$ cat src/rtl/frame_pkg.sv
`default_nettype none

package frame_pkg;

    localparam int unsigned MAX_BYTES = 8;

    // Byte count of a frame, 0 to MAX_BYTES
    typedef logic [3:0] len_t;

    // Byte 0 sits in data[7:0]
    typedef struct packed {
        len_t                       len;
        logic [MAX_BYTES*8-1:0]     data;
    } frame_t;

endpackage

`default_nettype wire

$ cat src/rtl/uart_pkg.sv
`default_nettype none

package uart_pkg;

    localparam int unsigned CLK_FREQ = 12_000_000;
    localparam int unsigned BAUD = 750_000;
    localparam int unsigned CLKS_PER_BIT = CLK_FREQ / BAUD; // 16 clocks per bit
    localparam int unsigned EOP_BITS = 12;

    // Counter sizes derived from the line timing
    localparam int unsigned CLK_CNT_W = $clog2(CLKS_PER_BIT);
    localparam int unsigned EOP_CYCLES = EOP_BITS * CLKS_PER_BIT;
    localparam int unsigned EOP_CNT_W = $clog2(EOP_CYCLES);

endpackage

`default_nettype wire

$ cat src/rtl/byte_if.sv
`default_nettype none

interface byte_if;

    logic [7:0] data;
    logic       valid; // Good byte
    logic       err;   // Byte whose stop bit was low
    logic       eop;   // Line went idle after a packet

    modport src (output data, output valid, output err, output eop);

    modport dst (input data, input valid, input err, input eop);

endinterface

`default_nettype wire

$ cat src/rtl/frame_rx.sv
`default_nettype none

module frame_rx (
    input  logic              clk,
    input  logic              rst_n,
    byte_if.dst               bus,
    output frame_pkg::frame_t rx_frame,
    output logic              rx_valid
);

    import frame_pkg::*;

    logic [MAX_BYTES*8-1:0] data_q;
    len_t                   cnt;
    logic                   err_seen;
    logic                   store;

    // Bytes past the eighth are dropped
    assign store = bus.valid && (cnt < len_t'(MAX_BYTES));

    always_ff @(posedge clk) begin
        if (store) data_q[8*cnt +: 8] <= bus.data;
    end

    always_ff @(posedge clk or negedge rst_n) begin
        if (!rst_n) begin
            cnt      <= '0;
            err_seen <= 1'b0;
            rx_valid <= 1'b0;
            rx_frame <= '0;
        end else begin
            rx_valid <= 1'b0;
            if (bus.eop) begin
                // A framing error anywhere in the packet discards it
                if (!err_seen) begin
                    rx_frame.len  <= cnt;
                    rx_frame.data <= data_q;
                    rx_valid      <= 1'b1;
                end
                cnt      <= '0;
                err_seen <= 1'b0;
            end else begin
                if (store) cnt <= cnt + 1'b1;
                if (bus.err) err_seen <= 1'b1;
            end
        end
    end

endmodule

`default_nettype wire

$ cat src/rtl/frame_tx.sv
`default_nettype none

module frame_tx (
    input  logic              clk,
    input  logic              rst_n,
    input  frame_pkg::frame_t tx_frame,
    input  logic              tx_valid,
    input  logic              byte_busy,
    output logic              byte_start,
    output logic [7:0]        byte_data,
    output logic              tx_en
);

    import frame_pkg::*;

    logic [MAX_BYTES*8-1:0] data_q;
    len_t                   len_q;
    len_t                   idx;
    logic                   outstanding; // Start issued, busy not yet seen
    logic                   accept;
    logic                   issue;

    assign accept = tx_valid && !tx_en && (tx_frame.len != '0)
                    && (tx_frame.len <= len_t'(MAX_BYTES));
    assign issue  = tx_en && !outstanding && !byte_busy && (idx < len_q);

    always_ff @(posedge clk) begin
        if (accept) data_q <= tx_frame.data;
        if (issue) byte_data <= data_q[8*idx +: 8];
    end

    always_ff @(posedge clk or negedge rst_n) begin
        if (!rst_n) begin
            tx_en       <= 1'b0;
            len_q       <= '0;
            idx         <= '0;
            outstanding <= 1'b0;
            byte_start  <= 1'b0;
        end else begin
            byte_start <= 1'b0;
            if (accept) begin
                tx_en       <= 1'b1;
                len_q       <= tx_frame.len;
                idx         <= '0;
                outstanding <= 1'b0;
            end else if (tx_en) begin
                if (outstanding) begin
                    if (byte_busy) outstanding <= 1'b0;
                end else if (!byte_busy) begin
                    if (issue) begin
                        byte_start  <= 1'b1;
                        idx         <= idx + 1'b1;
                        outstanding <= 1'b1;
                    end else begin
                        tx_en <= 1'b0; // Last stop bit has gone out
                    end
                end
            end
        end
    end

endmodule

`default_nettype wire

$ cat src/rtl/modbus_link.sv
`default_nettype none

module modbus_link (
    input  logic                              clk,
    input  logic                              rst_n,
    input  logic                              rx,
    input  frame_pkg::len_t                   tx_len,
    input  logic [frame_pkg::MAX_BYTES*8-1:0] tx_data,
    input  logic                              tx_valid,
    output logic                              tx,
    output logic                              tx_en,
    output frame_pkg::len_t                   rx_len,
    output logic [frame_pkg::MAX_BYTES*8-1:0] rx_data,
    output logic                              rx_valid
);

    import frame_pkg::*;

    frame_t     tx_frame;
    frame_t     rx_frame;
    logic       byte_start;
    logic       byte_busy;
    logic [7:0] byte_data;

    byte_if rx_bus ();

    assign tx_frame.len  = tx_len;
    assign tx_frame.data = tx_data;
    assign rx_len        = rx_frame.len;
    assign rx_data       = rx_frame.data;

    uart_rx u_uart_rx (
        .clk   (clk),
        .rst_n (rst_n),
        .rx    (rx),
        .bus   (rx_bus.src)
    );

    frame_rx u_frame_rx (
        .clk      (clk),
        .rst_n    (rst_n),
        .bus      (rx_bus.dst),
        .rx_frame (rx_frame),
        .rx_valid (rx_valid)
    );

    frame_tx u_frame_tx (
        .clk        (clk),
        .rst_n      (rst_n),
        .tx_frame   (tx_frame),
        .tx_valid   (tx_valid),
        .byte_busy  (byte_busy),
        .byte_start (byte_start),
        .byte_data  (byte_data),
        .tx_en      (tx_en)
    );

    uart_tx u_uart_tx (
        .clk        (clk),
        .rst_n      (rst_n),
        .byte_start (byte_start),
        .byte_data  (byte_data),
        .tx         (tx),
        .byte_busy  (byte_busy)
    );

endmodule

`default_nettype wire

$ cat src/rtl/uart_rx.sv
`default_nettype none

module uart_rx (
    input  logic clk,
    input  logic rst_n,
    input  logic rx,
    byte_if.src  bus
);

    import uart_pkg::*;

    typedef enum logic [1:0] {
        IDLE,
        START,
        DATA,
        STOP
    } state_t;

    state_t               state;
    logic                 rx_meta;
    logic                 rx_sync;
    logic                 rx_prev;
    logic                 fall;
    logic [CLK_CNT_W-1:0] clk_cnt;
    logic [2:0]           bit_cnt;
    logic [7:0]           shift;
    logic                 half_end;
    logic                 bit_end;
    logic                 idle_run;
    logic [EOP_CNT_W-1:0] idle_cnt;

    assign fall     = rx_prev & ~rx_sync;
    assign half_end = (clk_cnt == CLK_CNT_W'(CLKS_PER_BIT / 2 - 1));
    assign bit_end  = (clk_cnt == CLK_CNT_W'(CLKS_PER_BIT - 1));

    always_ff @(posedge clk or negedge rst_n) begin
        if (!rst_n) begin
            rx_meta <= 1'b1;
            rx_sync <= 1'b1;
            rx_prev <= 1'b1;
        end else begin
            rx_meta <= rx;
            rx_sync <= rx_meta;
            rx_prev <= rx_sync;
        end
    end

    // Data bits shift in LSB first
    always_ff @(posedge clk) begin
        if (state == DATA && bit_end) shift <= {rx_sync, shift[7:1]};
        if (state == STOP && bit_end) bus.data <= shift;
    end

    always_ff @(posedge clk or negedge rst_n) begin
        if (!rst_n) begin
            state     <= IDLE;
            clk_cnt   <= '0;
            bit_cnt   <= '0;
            idle_run  <= 1'b0;
            idle_cnt  <= '0;
            bus.valid <= 1'b0;
            bus.err   <= 1'b0;
            bus.eop   <= 1'b0;
        end else begin
            bus.valid <= 1'b0;
            bus.err   <= 1'b0;
            bus.eop   <= 1'b0;

            if (idle_run) begin
                if (idle_cnt == EOP_CNT_W'(EOP_CYCLES - 1)) begin
                    bus.eop  <= 1'b1;
                    idle_run <= 1'b0;
                end else begin
                    idle_cnt <= idle_cnt + 1'b1;
                end
            end

            case (state)
                IDLE: begin
                    if (fall) begin
                        state   <= START;
                        clk_cnt <= '0;
                    end
                end
                START: begin
                    if (half_end) begin
                        clk_cnt <= '0;
                        if (!rx_sync) begin
                            state    <= DATA;
                            bit_cnt  <= '0;
                            idle_run <= 1'b0; // A real start bit keeps the packet open
                        end else begin
                            state <= IDLE; // Glitch on the line
                        end
                    end else begin
                        clk_cnt <= clk_cnt + 1'b1;
                    end
                end
                DATA: begin
                    if (bit_end) begin
                        clk_cnt <= '0;
                        bit_cnt <= bit_cnt + 1'b1;
                        if (bit_cnt == 3'd7) state <= STOP;
                    end else begin
                        clk_cnt <= clk_cnt + 1'b1;
                    end
                end
                default: begin
                    if (bit_end) begin
                        clk_cnt   <= '0;
                        state     <= IDLE;
                        bus.valid <= rx_sync;
                        bus.err   <= ~rx_sync;
                        idle_run  <= 1'b1;
                        idle_cnt  <= EOP_CNT_W'(1); // Counts cycles since this sample
                    end else begin
                        clk_cnt <= clk_cnt + 1'b1;
                    end
                end
            endcase
        end
    end

endmodule

`default_nettype wire

$ cat src/rtl/uart_tx.sv
`default_nettype none

module uart_tx (
    input  logic       clk,
    input  logic       rst_n,
    input  logic       byte_start,
    input  logic [7:0] byte_data,
    output logic       tx,
    output logic       byte_busy
);

    import uart_pkg::*;

    logic [9:0]           shift;
    logic [CLK_CNT_W-1:0] clk_cnt;
    logic [3:0]           bit_cnt;
    logic                 bit_end;

    assign bit_end = (clk_cnt == CLK_CNT_W'(CLKS_PER_BIT - 1));

    // The line is the low end of the shift register
    assign tx = shift[0];

    always_ff @(posedge clk or negedge rst_n) begin
        if (!rst_n) begin
            shift     <= '1;
            clk_cnt   <= '0;
            bit_cnt   <= '0;
            byte_busy <= 1'b0;
        end else if (!byte_busy) begin
            if (byte_start) begin
                shift     <= {1'b1, byte_data, 1'b0}; // Stop, data, start
                clk_cnt   <= '0;
                bit_cnt   <= '0;
                byte_busy <= 1'b1;
            end
        end else if (bit_end) begin
            shift   <= {1'b1, shift[9:1]};
            clk_cnt <= '0;
            if (bit_cnt == 4'd9) begin
                byte_busy <= 1'b0; // End of the stop bit
            end else begin
                bit_cnt <= bit_cnt + 1'b1;
            end
        end else begin
            clk_cnt <= clk_cnt + 1'b1;
        end
    end

endmodule

`default_nettype wire
$ cat config.mk
export PLATFORM = sky130hd
export DESIGN_NAME = modbus_link
export DESIGN_NICKNAME = d
export VERILOG_FILES = /design/src/rtl/frame_pkg.sv /design/src/rtl/uart_pkg.sv /design/src/rtl/byte_if.sv /design/src/rtl/frame_rx.sv /design/src/rtl/frame_tx.sv /design/src/rtl/modbus_link.sv /design/src/rtl/uart_rx.sv /design/src/rtl/uart_tx.sv
export SDC_FILE = /design/constraint.sdc
export NUM_CORES = 1
export LEC_CHECK = 0
export ABC_AREA = 1
export BUFFER_PORTS_ARGS = -buffer_cell sky130_fd_sc_hd__buf_2
export CAP_MARGIN = 25
export CORE_UTILIZATION = 25
export CTS_CLUSTER_SIZE = 20
export DETAILED_ROUTE_END_ITERATION = 7
export PLACE_DENSITY_LB_ADDON = 0.12
export SLEW_MARGIN = 20
export SYNTH_ARGS = -nofsm -noshare
export SYNTH_HDL_FRONTEND = slang
export SYNTH_SLANG_ARGS = --single-unit
$ cat constraint.sdc
create_clock -name clk -period 2.2 [get_ports clk]
set_input_delay 0.33 -clock clk [delete_from_list [all_inputs] [get_ports clk]]
set_output_delay 0.33 -clock clk [all_outputs]
set_load 0.005 [all_outputs]
Word level (Yosys, flattened, before mapping)
Index checks and enable logic that the tools add are counted.
W data, S select, Z words.
{ "op_classes": {"addsub": 8, "n_lt_le_gt_ge": 3, "eq_ne": 18, "shifts": 3, "muxes": 69, "bitwise_logic": 3, "reduce_logical": 29} }
{ "op_table": {"columns": ["op", "count"], "rows": [
  ["$bwmux W64", 1],
  ["$mux W4", 16],
  ["$shift A8 B34 Y64 const A", 1],
  ["$shiftx A64 B8 Y8", 1],
  ["$shiftx A8 B34 Y64", 1],
  ["$neg A7 Y34", 1],
  ["$mux W1", 32],
  ["$mux W8", 4],
  ["$mux W10", 3],
  ["$add A4 B1 Y4 const B", 5],
  ["$eq A4 B4 Y1 const B", 3],
  ["$mux W2", 6],
  ["$ne A2 B2 Y1 const B", 6],
  ["$reduce_bool A2 Y1", 6],
  ["$logic_and A1 B1 Y1", 9],
  ["$mux W3", 3],
  ["$add A8 B1 Y8 const B", 1],
  ["$eq A8 B8 Y1 const B", 1],
  ["$pmux W4 S2", 1],
  ["$reduce_and A4 Y1", 2],
  ["$ne A2 B1 Y1 const B", 3],
  ["$pmux W2 S3", 1],
  ["$pmux W3 S2", 1],
  ["$reduce_and A5 Y1", 1],
  ["other kinds (19)", 24]
]} }
{ "word_totals": {"regBits": 280, "input_bits": 72, "out_inout_bits": 71, "elab_cells": 163} }

Depth between registers and ports, before layout
Gate-level depths: netlist of run 1.
{ "depth": {"depth_word": 9, "ltp_mapped": 10, "depth_no_buf": 9} }

Modules after synthesis
A second synthesis of run 1 with hierarchy kept.
{ "hier_totals": {"cells_unflattened": 1124, "hier_area_um2": 11597.4} }
{ "modules_own_cells": {"columns": ["module", "instances", "cells_each", "area_each_um2", "seq_area_each_um2"], "rows": [
  ["frame_rx", 1, 539, 5464.0, 3773.6],
  ["frame_tx", 1, 300, 3469.6, 2437.3],
  ["uart_rx", 1, 165, 1720.4, 1084.8],
  ["uart_tx", 1, 120, 943.4, 461.7]
]} }

Worst setup path before layout of run 1
Ideal clock, no wire load.
{ "synth_path": {"kind": "reg2reg", "start": "register u_frame_rx.cnt[0]", "end": "register u_frame_rx.data_q[0] (enable)", "setup_ns": 0.375, "arrival_time_ns": 2.027, "t_required_ns": 1.825, "setup_slack_ns": -0.202, "path_stages_with_launch": 11, "path_buffers": 1, "synth_period_minus_slack_ns": 2.402, "path_cell_list": "dfrtp_1 buf_2 inv_2 nand2_1 nor2_1 ha_1 inv_1 nand3_1 nor3_1 nand2_1 a21oi_1"} }
{ "synth_via": {"elab_chain_len": 2} }
{ "synth_rtl": {"columns": ["element", "line_no", "source"], "rows": [
  ["start, declared", "frame_rx.sv:14", "len_t cnt;"],
  ["start signal, assigned", "frame_rx.sv:43", "if (store) cnt <= cnt + 1'b1;"],
  ["$lt A4 B4 Y1", "frame_rx.sv:19", "assign store = bus.valid && (cnt < len_t'(MAX_BYTES));"],
  ["$logic_and A1 B1 Y1", "frame_rx.sv:19", null],
  ["end signal, assigned by index", "frame_rx.sv:22", "if (store) data_q[8*cnt +: 8] <= bus.data;"],
  ["end, declared", "frame_rx.sv:13", "logic [MAX_BYTES*8-1:0] data_q;"]
]} }
Every way passes these cells.
A chain may end at the register's enable or synchronous reset.

Worst setup path in the final report of run 1
{ "layout_path": {"start": "register u_frame_rx.cnt[1]", "end": "register u_frame_rx.data_q[4] (enable)"} }
Same word-level chain as after synthesis.

==> flow_metrics.py, run 1 <==
metrics = {
    "run_status": {
        "status": "complete, no violations",
    },
    "routing": {
        "first_pass_iters": 4,
        "via_per_inst": 4.086,
        "drc": 0,
        "routedWlPerCell_um": 14.20,
        "wirelength_mm": 27.43,
        "vias": 7894,
        "drtIter0Drc": 451,
        "postRouteAntennaNets": 0,
    },
    "worst_setup_path": {
        "crit_path_cell_trace": "inv_1 > nand2_1 > nor2_2 > ha_1 > inv_2 > nand3_1 > nor3_2 > nand2_1 > a21oi_4",
        "path_class": "reg -> reg",
        "slowest_stage": "dfrtp_1",
        "crit_arrival_ns": 2.25,
        "endpoint_kind": "flop",
        "rr_startpoint": "u_frame_rx.cnt[1]",
        "timing.critical_path.mode_cell": "nand2_1",
        "worstPathRequired_ns": 2.42,
        "crit_buf_inv": 2,
        "slowest_delay_ns": 0.40,
        "critical-path-top-delay-family": "simple AND/OR/NAND/NOR gates",
        "start_kind": "flop",
        "worstPathMaxFanout": 8,
        "startpoint": "u_frame_rx.cnt[1]",
    },
    "synthesis": {
        "synthCells": 1071,
        "synth_fa_ha_area_share_pct": 1.557,
        "yosys_warnings": 0,
        "avgSynthCellArea_um2": 10.50,
        "synthXorXnorAreaFrac_pct": 0.7120,
        "synth_top_family_by_area": "simple AND/OR/NAND/NOR gates",
        "syn-num-nets": 1157,
        "synth_simple_gate_area_share_pct": 21.04,
        "synth_area_um2": 11250,
        "synth.mux.area_fraction_pct": 0,
        "synth-edff-count": 152,
        "synth-seq-area-share_pct": 68.97,
        "synth_compound_area_share_pct": 3.927,
        "synthFlopType": "edfxtp_1",
        "synthArstFlopShare_pct": 45.52,
        "ys_ff_latch": 279,
        "yosysUniqueCellTypes": 36,
    },
    "global_route": {
        "grt_pass1_vias": 8072,
        "grt_max_degree": 73,
        "grt-ovfl-total": 0,
        "grtUsageTotal_pct": 12.31,
        "grt_pass1_wl_mm": 44.97,
        "antenna_found_initial": 0,
    },
    "clocking": {
        "tritoncts": "built",
        "clk_pin_slew_worst_paths_ns": 0.06,
        "numCtsBuffers": 35,
        "clock_path_buffers": 3,
        "clk_latency_ns": 0.54,
        "root_buffer": "clkbuf_16",
        "cts_sinks": 279,
        "htreeDepth": 2,
    },
    "pwr": {
        "ir_drop_mv": 0.4263,
        "pwr-share-clk_pct": 47.4,
        "intPower_w": 0.008947,
        "sequentialPowerShare_pct": 48.9,
        "p_sw_share_pct": 21.89,
        "power_per_cell_area_nw_per_um2": 782.1,
        "combPwrFrac_pct": 3.7,
        "switching_power_w": 0.002507,
        "leakage_nw": 6.554,
    },
    "floorplan": {
        "die-area_um2": 45840,
        "start_util_pct": 25.38,
        "ios": 143,
        "core_um2": 44320,
        "die_h_um": 214.1,
        "die-width_um": 214.1,
        "rows": 77,
    },
    "sta": {
        "slew-limit-headroom_pct": 63.50,
        "fin_ws_ns": 0.1669,
        "hold_ws_ns": 0.1039,
        "fmax_ghz": 0.4919,
        "finalSetupViolations": 0,
        "finalCritPeriodShare_pct": 92.41,
        "fin_worst_skew_ns": 0.02481,
        "final-hold-violation-count": 0,
        "worst_pin_slew_ns": 0.5475,
        "finalMaxSlewViolations": 0,
        "min_period_ns": 2.033,
    },
    "cells_and_area": {
        "fin_cells": 1932,
        "nets": 1399,
        "diodes": 0,
        "area_growth_pct": 30.21,
        "fillCellCount": 4604,
        "drive_above_1_share_pct": 19.63,
    },
    "place": {
        "gp_congestion": 0.7932,
        "port-buffer-count": 142,
        "dp.cells": 1798,
        "place_ws_ns": 0.04372,
        "dp_hpwl_mm": 18.04,
    },
    "run": {
        "max-cap-violations": 0,
    },
    "hold_path": {
        "worstHoldStart": "tx_len[3]",
        "hold_class": "in -> reg",
    },
}
placed cells by master (no fill, tap or decap), types with 5 or more instances in the layout:
cell	Yosys	layout
clkinv_1	1	6
clkinv_2	0	7
nor3_1	15	14
nand4_1	7	7
o21ai_0	59	59
nand2_1	306	306
dlygate4sd3_1	0	68
edfxtp_1	152	152
buf_2	14	141
inv_2	6	7
inv_1	55	53
o31ai_1	8	8
a21oi_1	7	6
dfrtp_1	115	115
buf_4	2	32
dfstp_2	12	12
nor2_1	190	186
xor2_1	5	5
nand3_1	59	59
ha_1	14	14
clkbuf_1	22	9
clkbuf_16	0	37
cells in the mapped netlist, types with 5 or more instances:
library cell  number  area (um^2)
xor2_1             5        43.79
clkbuf_1          22        82.58
inv_2              6        22.52
dfrtp_1          115         2878
nor3_1            15        75.07
ha_1              14        175.2
nor2_1           190        713.2
edfxtp_1         152         4564
dfstp_2           12        315.3
nand4_1            7        43.79
o21ai_0           59        295.3
nand2_1          306         1149
o31ai_1            8        60.06
nand3_1           59        295.3
a21oi_1            7        35.03
buf_2             14        70.07
inv_1             55        206.5
metal layers:
metal	part of all wire (%)	global-route usage [%]
met5	0	0
met4	2.0	3.786
met3	5.2	3.291
met1	47	16.53
met2	45	19.31
final timing paths:
kind | end | slack [ns] | cells after the start
hold / removal | u_frame_tx.len_q[3] | 0.10 | 3
max in group asynchronous | u_uart_rx.rx_meta | 1.16 | 3
min in group asynchronous | u_frame_rx.rx_frame[6] | 0.30 | 2
setup / recovery | u_frame_rx.data_q[4] | 0.17 | 9
setup reg to reg | u_frame_rx.data_q[4] | 0.17 | 9
hold reg to reg | u_uart_rx.rx_sync | 0.36 | 0
power by group through the flow:
stage	logic (W)	clock network (W)	registers, W
2_1_floorplan	0.000188	0	0.00568
5_1_grt	0.000494	0.00587	0.00561
4_1_cts	0.000428	0.00565	0.00560
6_report	0.000423	0.00543	0.00560
3_3_place_gp	0.000336	0	0.00570
3_5_place_dp	0.000334	0	0.00570
area by class of cell:
cell class	count	area, um^2	area share (%)
repair buffers	246	1718	11.73
clock buffers	49	1001	6.835
inverters	62	236.5	1.615
clock inverters	15	87.58	0.5980
flip-flops and latches	279	7757	52.97
multi-input cells	689	3104	21.20
well taps	592	740.7	5.058
tightest hold or removal path, stage by stage:
cell     delay (ns)
buf_2          0.10
inv_1          0.07
o21ai_0        0.09
kinds of logic after synthesis:
| kind of cell | Yosys count |
|---|---|
| compound gates | 81 |
| xor+xnor | 7 |
| fa+ha+maj | 14 |
| buf+inv | 103 |
| flops | 279 |
| simple gates | 587 |
sequential cells by signal, summed over array words and instances, names as in the netlist, 3 cells and up:
signal,cells
u_frame_tx.len_q,4
u_uart_rx.bus.data,8
u_uart_tx.shift,9
u_frame_tx.data_q,64
u_frame_rx.cnt,4
u_uart_rx.idle_cnt,8
u_frame_tx.byte_data,8
u_uart_tx.bit_cnt,4
u_uart_tx.clk_cnt,4
u_frame_tx.idx,4
u_frame_rx.data_q,64
u_uart_rx.bit_cnt,3
u_frame_rx.rx_frame,68
u_uart_rx.shift,8
u_uart_rx.clk_cnt,4
stage by stage:
stage | util (%) | instance area (um^2) | total power, W | setup TNS [ns]
2_1_floorplan | - | 11270 | 0.005865 | -4.071
6_report | 33.05 | 14650 | 0.01145 | 0
3_5_place_dp | 28.99 | 12850 | 0.006039 | 0
3_3_place_gp | 28.99 | 12850 | 0.006040 | 0
4_1_cts | 32.98 | 14620 | 0.01168 | 0
5_1_grt | 33.05 | 14650 | 0.01198 | -0.002254
timing repair:
action,4_1_cts,5_1_grt
endpoints found under the setup margin,0,24
gates resized for setup,0,4
setup buffers,0,2
endpoints found under the hold margin,102,0
hold buffers,68,0
No activity file was read; power rests on OpenSTA's default activity.
==> inputs of run 2 (changes only) <==
==> constraint.sdc (replaced) <==
create_clock -name clk -period 2.15 [get_ports clk]
set_input_delay 0.3225 -clock clk [delete_from_list [all_inputs] [get_ports clk]]
set_output_delay 0.3225 -clock clk [all_outputs]
set_load 0.01 [all_outputs]
==> flow_metrics.py, run 2 (synthesis gave the netlist of run 1 again) <==
metrics = {
    "floorplan": {
        "die-width_um": 214.1,
        "core_um2": 44320,
        "rows": 77,
        "die_h_um": 214.1,
        "die-area_um2": 45840,
        "ios": 143,
        "start_util_pct": 25.38,
    },
    "sta": {
        "finalMaxSlewViolations": 0,
        "slew-limit-headroom_pct": 70.57,
        "min_period_ns": 2.021,
        "finalCritPeriodShare_pct": 94.00,
        "fin_worst_skew_ns": 0.02321,
        "fin_ws_ns": 0.1290,
        "fmax_ghz": 0.4948,
        "finalSetupViolations": 0,
        "hold_ws_ns": 0.1071,
        "final-hold-violation-count": 0,
        "worst_pin_slew_ns": 0.4398,
    },
    "routing": {
        "via_per_inst": 4.086,
        "routedWlPerCell_um": 14.02,
        "drc": 0,
        "vias": 7895,
        "drtIter0Drc": 375,
        "wirelength_mm": 27.10,
        "first_pass_iters": 5,
        "postRouteAntennaNets": 0,
    },
    "place": {
        "port-buffer-count": 142,
        "place_ws_ns": 0.08260,
        "dp_hpwl_mm": 18.15,
        "gp_congestion": 0.7558,
        "dpl_cell_area_um2": 12900,
    },
    "worst_setup_path": {
        "crit_arrival_ns": 2.22,
        "path_class": "reg -> reg",
        "worstPathRequired_ns": 2.35,
        "endpoint_kind": "flop",
        "startpoint": "u_frame_rx.cnt[1]",
        "start_kind": "flop",
        "worstPathMaxFanout": 8,
        "crit_path_cell_trace": "inv_2 > nand2_1 > nor2_4 > ha_1 > inv_2 > nand3_1 > nor3_2 > nand2_1 > a21oi_4",
        "slowest_stage": "dfrtp_1",
        "slowest_delay_ns": 0.42,
        "rr_startpoint": "u_frame_rx.cnt[1]",
    },
    "cells_and_area": {
        "largest_register_ffs": 68,
        "drive_above_1_share_pct": 19.63,
        "mostFrequentLayoutCells": "306 x nand2_1, 184 x nor2_1, 152 x edfxtp_1",
        "diodes": 0,
        "area_growth_pct": 30.49,
        "post-route-util_pct": 33.12,
        "fillCellCount": 4601,
        "top_regs": "u_frame_rx.rx_frame x68, u_frame_rx.data_q x64, u_frame_tx.data_q x64",
        "nets": 1400,
        "finish.instance_area_um2": 14680,
        "largest-register": "u_frame_rx.rx_frame",
        "layout_commonest_cell": "nand2_1",
    },
    "clocking": {
        "htreeDepth": 2,
        "cts_sinks": 279,
        "clk_pin_slew_worst_paths_ns": 0.06,
        "root_buffer": "clkbuf_16",
        "clock_path_buffers": 3,
        "clk_latency_ns": 0.53,
        "tritoncts": "built",
        "numCtsBuffers": 34,
    },
    "pwr": {
        "switching_power_w": 0.002509,
        "power_w": 0.01169,
        "intPower_w": 0.009179,
        "ir_drop_mv": 0.4231,
        "power_per_cell_area_nw_per_um2": 796.3,
        "leakage_nw": 6.559,
        "p_sw_share_pct": 21.47,
        "pwr-share-clk_pct": 47.3,
        "combPwrFrac_pct": 3.7,
        "sequentialPowerShare_pct": 49.1,
    },
    "global_route": {
        "grt-ovfl-total": 0,
        "grt_pass1_vias": 8071,
        "grtUsageTotal_pct": 12.11,
        "grt_max_degree": 68,
        "antenna_found_initial": 0,
        "grt_pass1_wl_mm": 44.04,
    },
    "hold_path": {
        "worstHoldStart": "tx_len[3]",
        "hold_class": "in -> reg",
    },
    "run_status": {
        "status": "complete, no violations",
    },
    "run": {
        "max-cap-violations": 0,
    },
}
run 2: final cells by class:
type	instances	area, um^2	share of cell area (%)
Clock inverter	15	143.9	0.9804
Sequential cell	279	7757	52.86
Clock buffer	47	930.9	6.343
Timing Repair Buffer	248	1758	11.98
Multi-Input combinational cell	689	3109	21.18
Tap cell	592	740.7	5.047
Inverter	62	236.5	1.611
run 2: per-stage QoR:
| stage | cells | setup TNS, ns |
|---|---|---|
| finish | 1932 | 0 |
| global route | 1932 | -0.1775 |
| CTS | 1930 | 0 |
| detailed placement | 1800 | 0 |
| global placement | 1800 | 0 |
| floorplan | 1071 | -1.186 |
run 2: worst paths after layout:
check,to,slack [ns],cells past startpoint
max,u_frame_rx.data_q[4],0.13,9
min,u_frame_tx.len_q[3],0.11,3
max reg2reg,u_frame_rx.data_q[4],0.13,9
min reg2reg,u_uart_rx.rx_sync,0.36,0
max in group asynchronous,u_uart_tx.shift[1],1.34,3
min in group asynchronous,u_uart_tx.bit_cnt[2],0.19,2
run 2: timing repair:
item                                    4_1_cts  5_1_grt
hold buffers                                 68        0
setup buffers                                 0        2
resized for setup                             0        4
endpoints found under the setup margin        0       32
hold endpoints to repair                    182        0
run 2: power by group through the flow:
stage | Clock (W) | Sequential (W) | Combinational, W
after global routing | 0.00593 | 0.00574 | 0.000497
after CTS | 0.00573 | 0.00573 | 0.000436
after global placement | 0 | 0.00584 | 0.000339
after detailed placement | 0 | 0.00584 | 0.000340
final | 0.00552 | 0.00574 | 0.000428
after floorplan | 0 | 0.00581 | 0.000192
run 2: per-layer routing:
layer  up-vias  share of wire [%]  track usage, %  wire length [um]
li1       4019                  -               -                 -
met2       150                 44           18.61             12050
met1      3680                 48           16.61             13120
met4         0                2.3           4.262               610
met3        46                4.8           2.894              1311
met5         -                  0               0                 0
run 2: worst max-delay path, delay by kind of cell (launching register included):
kind | cells | cell delay (ns)
AOI/OAI and AO/OA | 1 | 0.27
adders and majority gates | 1 | 0.26
buffers and inverters | 2 | 0.18
DFF | 1 | 0.42
and+or+nand+nor | 5 | 0.55
==> inputs of run 3 (changes only) <==
==> constraint.sdc (replaced) <==
create_clock -name clk -period 2.6 [get_ports clk]
set_input_delay 0.39 -clock clk [delete_from_list [all_inputs] [get_ports clk]]
set_output_delay 0.39 -clock clk [all_outputs]
set_load 0.005 [all_outputs]
==> flow_metrics.py, run 3 (synthesis gave the netlist of run 1 again) <==
metrics = {
    "worst_setup_path": {
        "path_class": "reg -> reg",
        "rrSetupSlack_ns": 0.39,
        "critical-path-top-delay-family": "simple AND/OR/NAND/NOR gates",
        "endpoint_kind": "flop",
        "timing.critical_path.mode_cell": "nand2_1",
        "worstPathRequired_ns": 2.83,
        "worstPathMaxFanout": 9,
        "crit_arrival_ns": 2.44,
        "crit_buf_inv": 3,
        "slowest_stage": "dfrtp_1",
        "start_kind": "flop",
        "slowest_delay_ns": 0.38,
        "crit_path_cell_trace": "inv_2 > nand2_1 > nor2_1 > ha_1 > inv_1 > nand3_1 > nor3_1 > nand2_1 > a21oi_1 > buf_4",
    },
    "routing": {
        "via_per_inst": 4.119,
        "routedWlPerCell_um": 14.21,
        "drtIter0Drc": 412,
        "vias": 7698,
        "postRouteAntennaNets": 0,
        "wirelength_mm": 26.56,
        "drc": 0,
        "first_pass_iters": 6,
    },
    "hold_path": {
        "hold_class": "in -> reg",
    },
    "global_route": {
        "grt_util_met3_pct": 2.993,
        "met1_usage_pct": 16.09,
        "grtUsageTotal_pct": 11.97,
        "met2_usage_pct": 18.83,
        "grt-ovfl-total": 0,
        "grt_pass1_vias": 7961,
        "grt_pass1_wl_mm": 43.74,
        "antenna_found_initial": 0,
        "top_usage_layer": "met2",
        "grt_max_degree": 53,
    },
    "place": {
        "place_ws_ns": 0.4125,
        "port-buffer-count": 142,
        "dp_hpwl_mm": 17.94,
        "dp.cells": 1793,
        "gp_congestion": 0.7558,
    },
    "clocking": {
        "clock_path_buffers": 3,
        "clk_pin_slew_worst_paths_ns": 0.06,
        "cts_setup_buffers": 0,
        "cts_sinks": 279,
        "numCtsBuffers": 35,
        "htreeDepth": 2,
        "root_buffer": "clkbuf_16",
        "cts_resized": 0,
        "clk_latency_ns": 0.53,
        "tritoncts": "built",
    },
    "cells_and_area": {
        "layout_commonest_cell": "nand2_1",
        "largest_register_ffs": 68,
        "top_regs": "u_frame_rx.rx_frame x68, u_frame_rx.data_q x64, u_frame_tx.data_q x64",
        "area_growth_pct": 24.40,
        "largest-register": "u_frame_rx.rx_frame",
        "drive_above_1_share_pct": 19.66,
        "mostFrequentLayoutCells": "306 x nand2_1, 189 x nor2_1, 152 x edfxtp_1",
        "nets": 1338,
        "fin_cells": 1869,
        "diodes": 0,
    },
    "sta": {
        "rsz0062_at_grt": "false",
        "setup_tns_ns": 0,
        "fin_worst_skew_ns": 0.02421,
        "finalCritPeriodShare_pct": 85.07,
        "final-hold-violation-count": 0,
        "slew-limit-headroom_pct": 62.83,
        "worst_pin_slew_ns": 0.5576,
        "fmax_ghz": 0.4521,
        "finalSetupViolations": 0,
        "fin_ws_ns": 0.3881,
        "finalMaxSlewViolations": 0,
        "min_period_ns": 2.212,
    },
    "floorplan": {
        "start_util_pct": 25.38,
        "core_um2": 44320,
        "die-width_um": 214.1,
        "die-area_um2": 45840,
        "rows": 77,
        "ios": 143,
        "die_h_um": 214.1,
    },
    "pwr": {
        "leakage_nw": 6.288,
        "power_per_cell_area_nw_per_um2": 690.7,
        "ir_drop_mv": 0.3463,
    },
    "run_status": {
        "status": "complete, no violations",
    },
    "run": {
        "max-cap-violations": 0,
    },
}
[run 3: cell count changes in the layout (fill, tap and decap cells not counted), moves of 3 or more]
cell           change
dlygate4sd3_1     -54
clkbuf_8           +3
buf_4              -5
nor2_2             -3
nor2_1             +5
clkinv_1           -4
buf_12             -4
[run 3: final timing paths]
check,start,endpoint,cells after the start
setup / recovery,u_frame_rx.cnt[0],u_frame_rx.data_q[1],10
hold / removal,tx_data[16],u_frame_tx.data_q[16],1
setup reg to reg,u_frame_rx.cnt[0],u_frame_rx.data_q[1],10
hold reg to reg,u_uart_rx.rx_meta,u_uart_rx.rx_sync,0
max in group asynchronous,rst_n,u_frame_rx.rx_frame[61],3
min in group asynchronous,rst_n,u_frame_rx.rx_frame[11],2
[run 3: repair_timing]
action	CTS	global route
hold endpoints to repair	52	0
endpoints found under the setup margin	0	0
hold buffers	14	0
[run 3: area by class of cell]
class / count / area (um^2)
clock buffers: 49 / 989.7
flip-flops and latches: 279 / 7757
inverters: 62 / 232.7
multi-input cells: 689 / 3070
clock inverters: 13 / 100.1
fillers: 4689 / 30330
well taps: 592 / 740.7
repair buffers: 185 / 1100
[run 3: routing by layer]
layer  share of wire, %  routed length (um)
met4                2.1                 567
met2                 44               11790
met5                  0                   0
met1                 49               12970
met3                4.7                1237
[run 3: worst register-to-register path, delay by kind of cell (launching register included)]
kind	cells	cell delay, ns
AND/OR/NAND/NOR	5	0.60
buffers and inverters	3	0.47
flip-flops	1	0.38
adder cells (fa/ha/maj)	1	0.31
AO/OA/AOI/OAI	1	0.14
[run 3: metrics by stage]
step	total power [W]	cell area, um^2	utilization, %	hold WS (ns)
floorplan	0.004962	11250	-	0.09441
global placement	0.005109	12760	28.79	0.3478
detailed placement	0.005111	12760	28.79	0.3516
CTS	0.009861	13990	31.57	0.00006101
global route	0.01008	13990	31.57	0.007742
finish	0.009664	13990	31.57	0.03464
[run 3: where the power goes]
part / leakage, nW / internal (W) / switching (W) / total (W)
Clock: 0.533 / 0.00276 / 0.00187 / 0.00463
Combinational: 2.66 / 0.000121 / 0.000167 / 0.000288
Sequential: 3.10 / 0.00470 / 0.0000492 / 0.00474
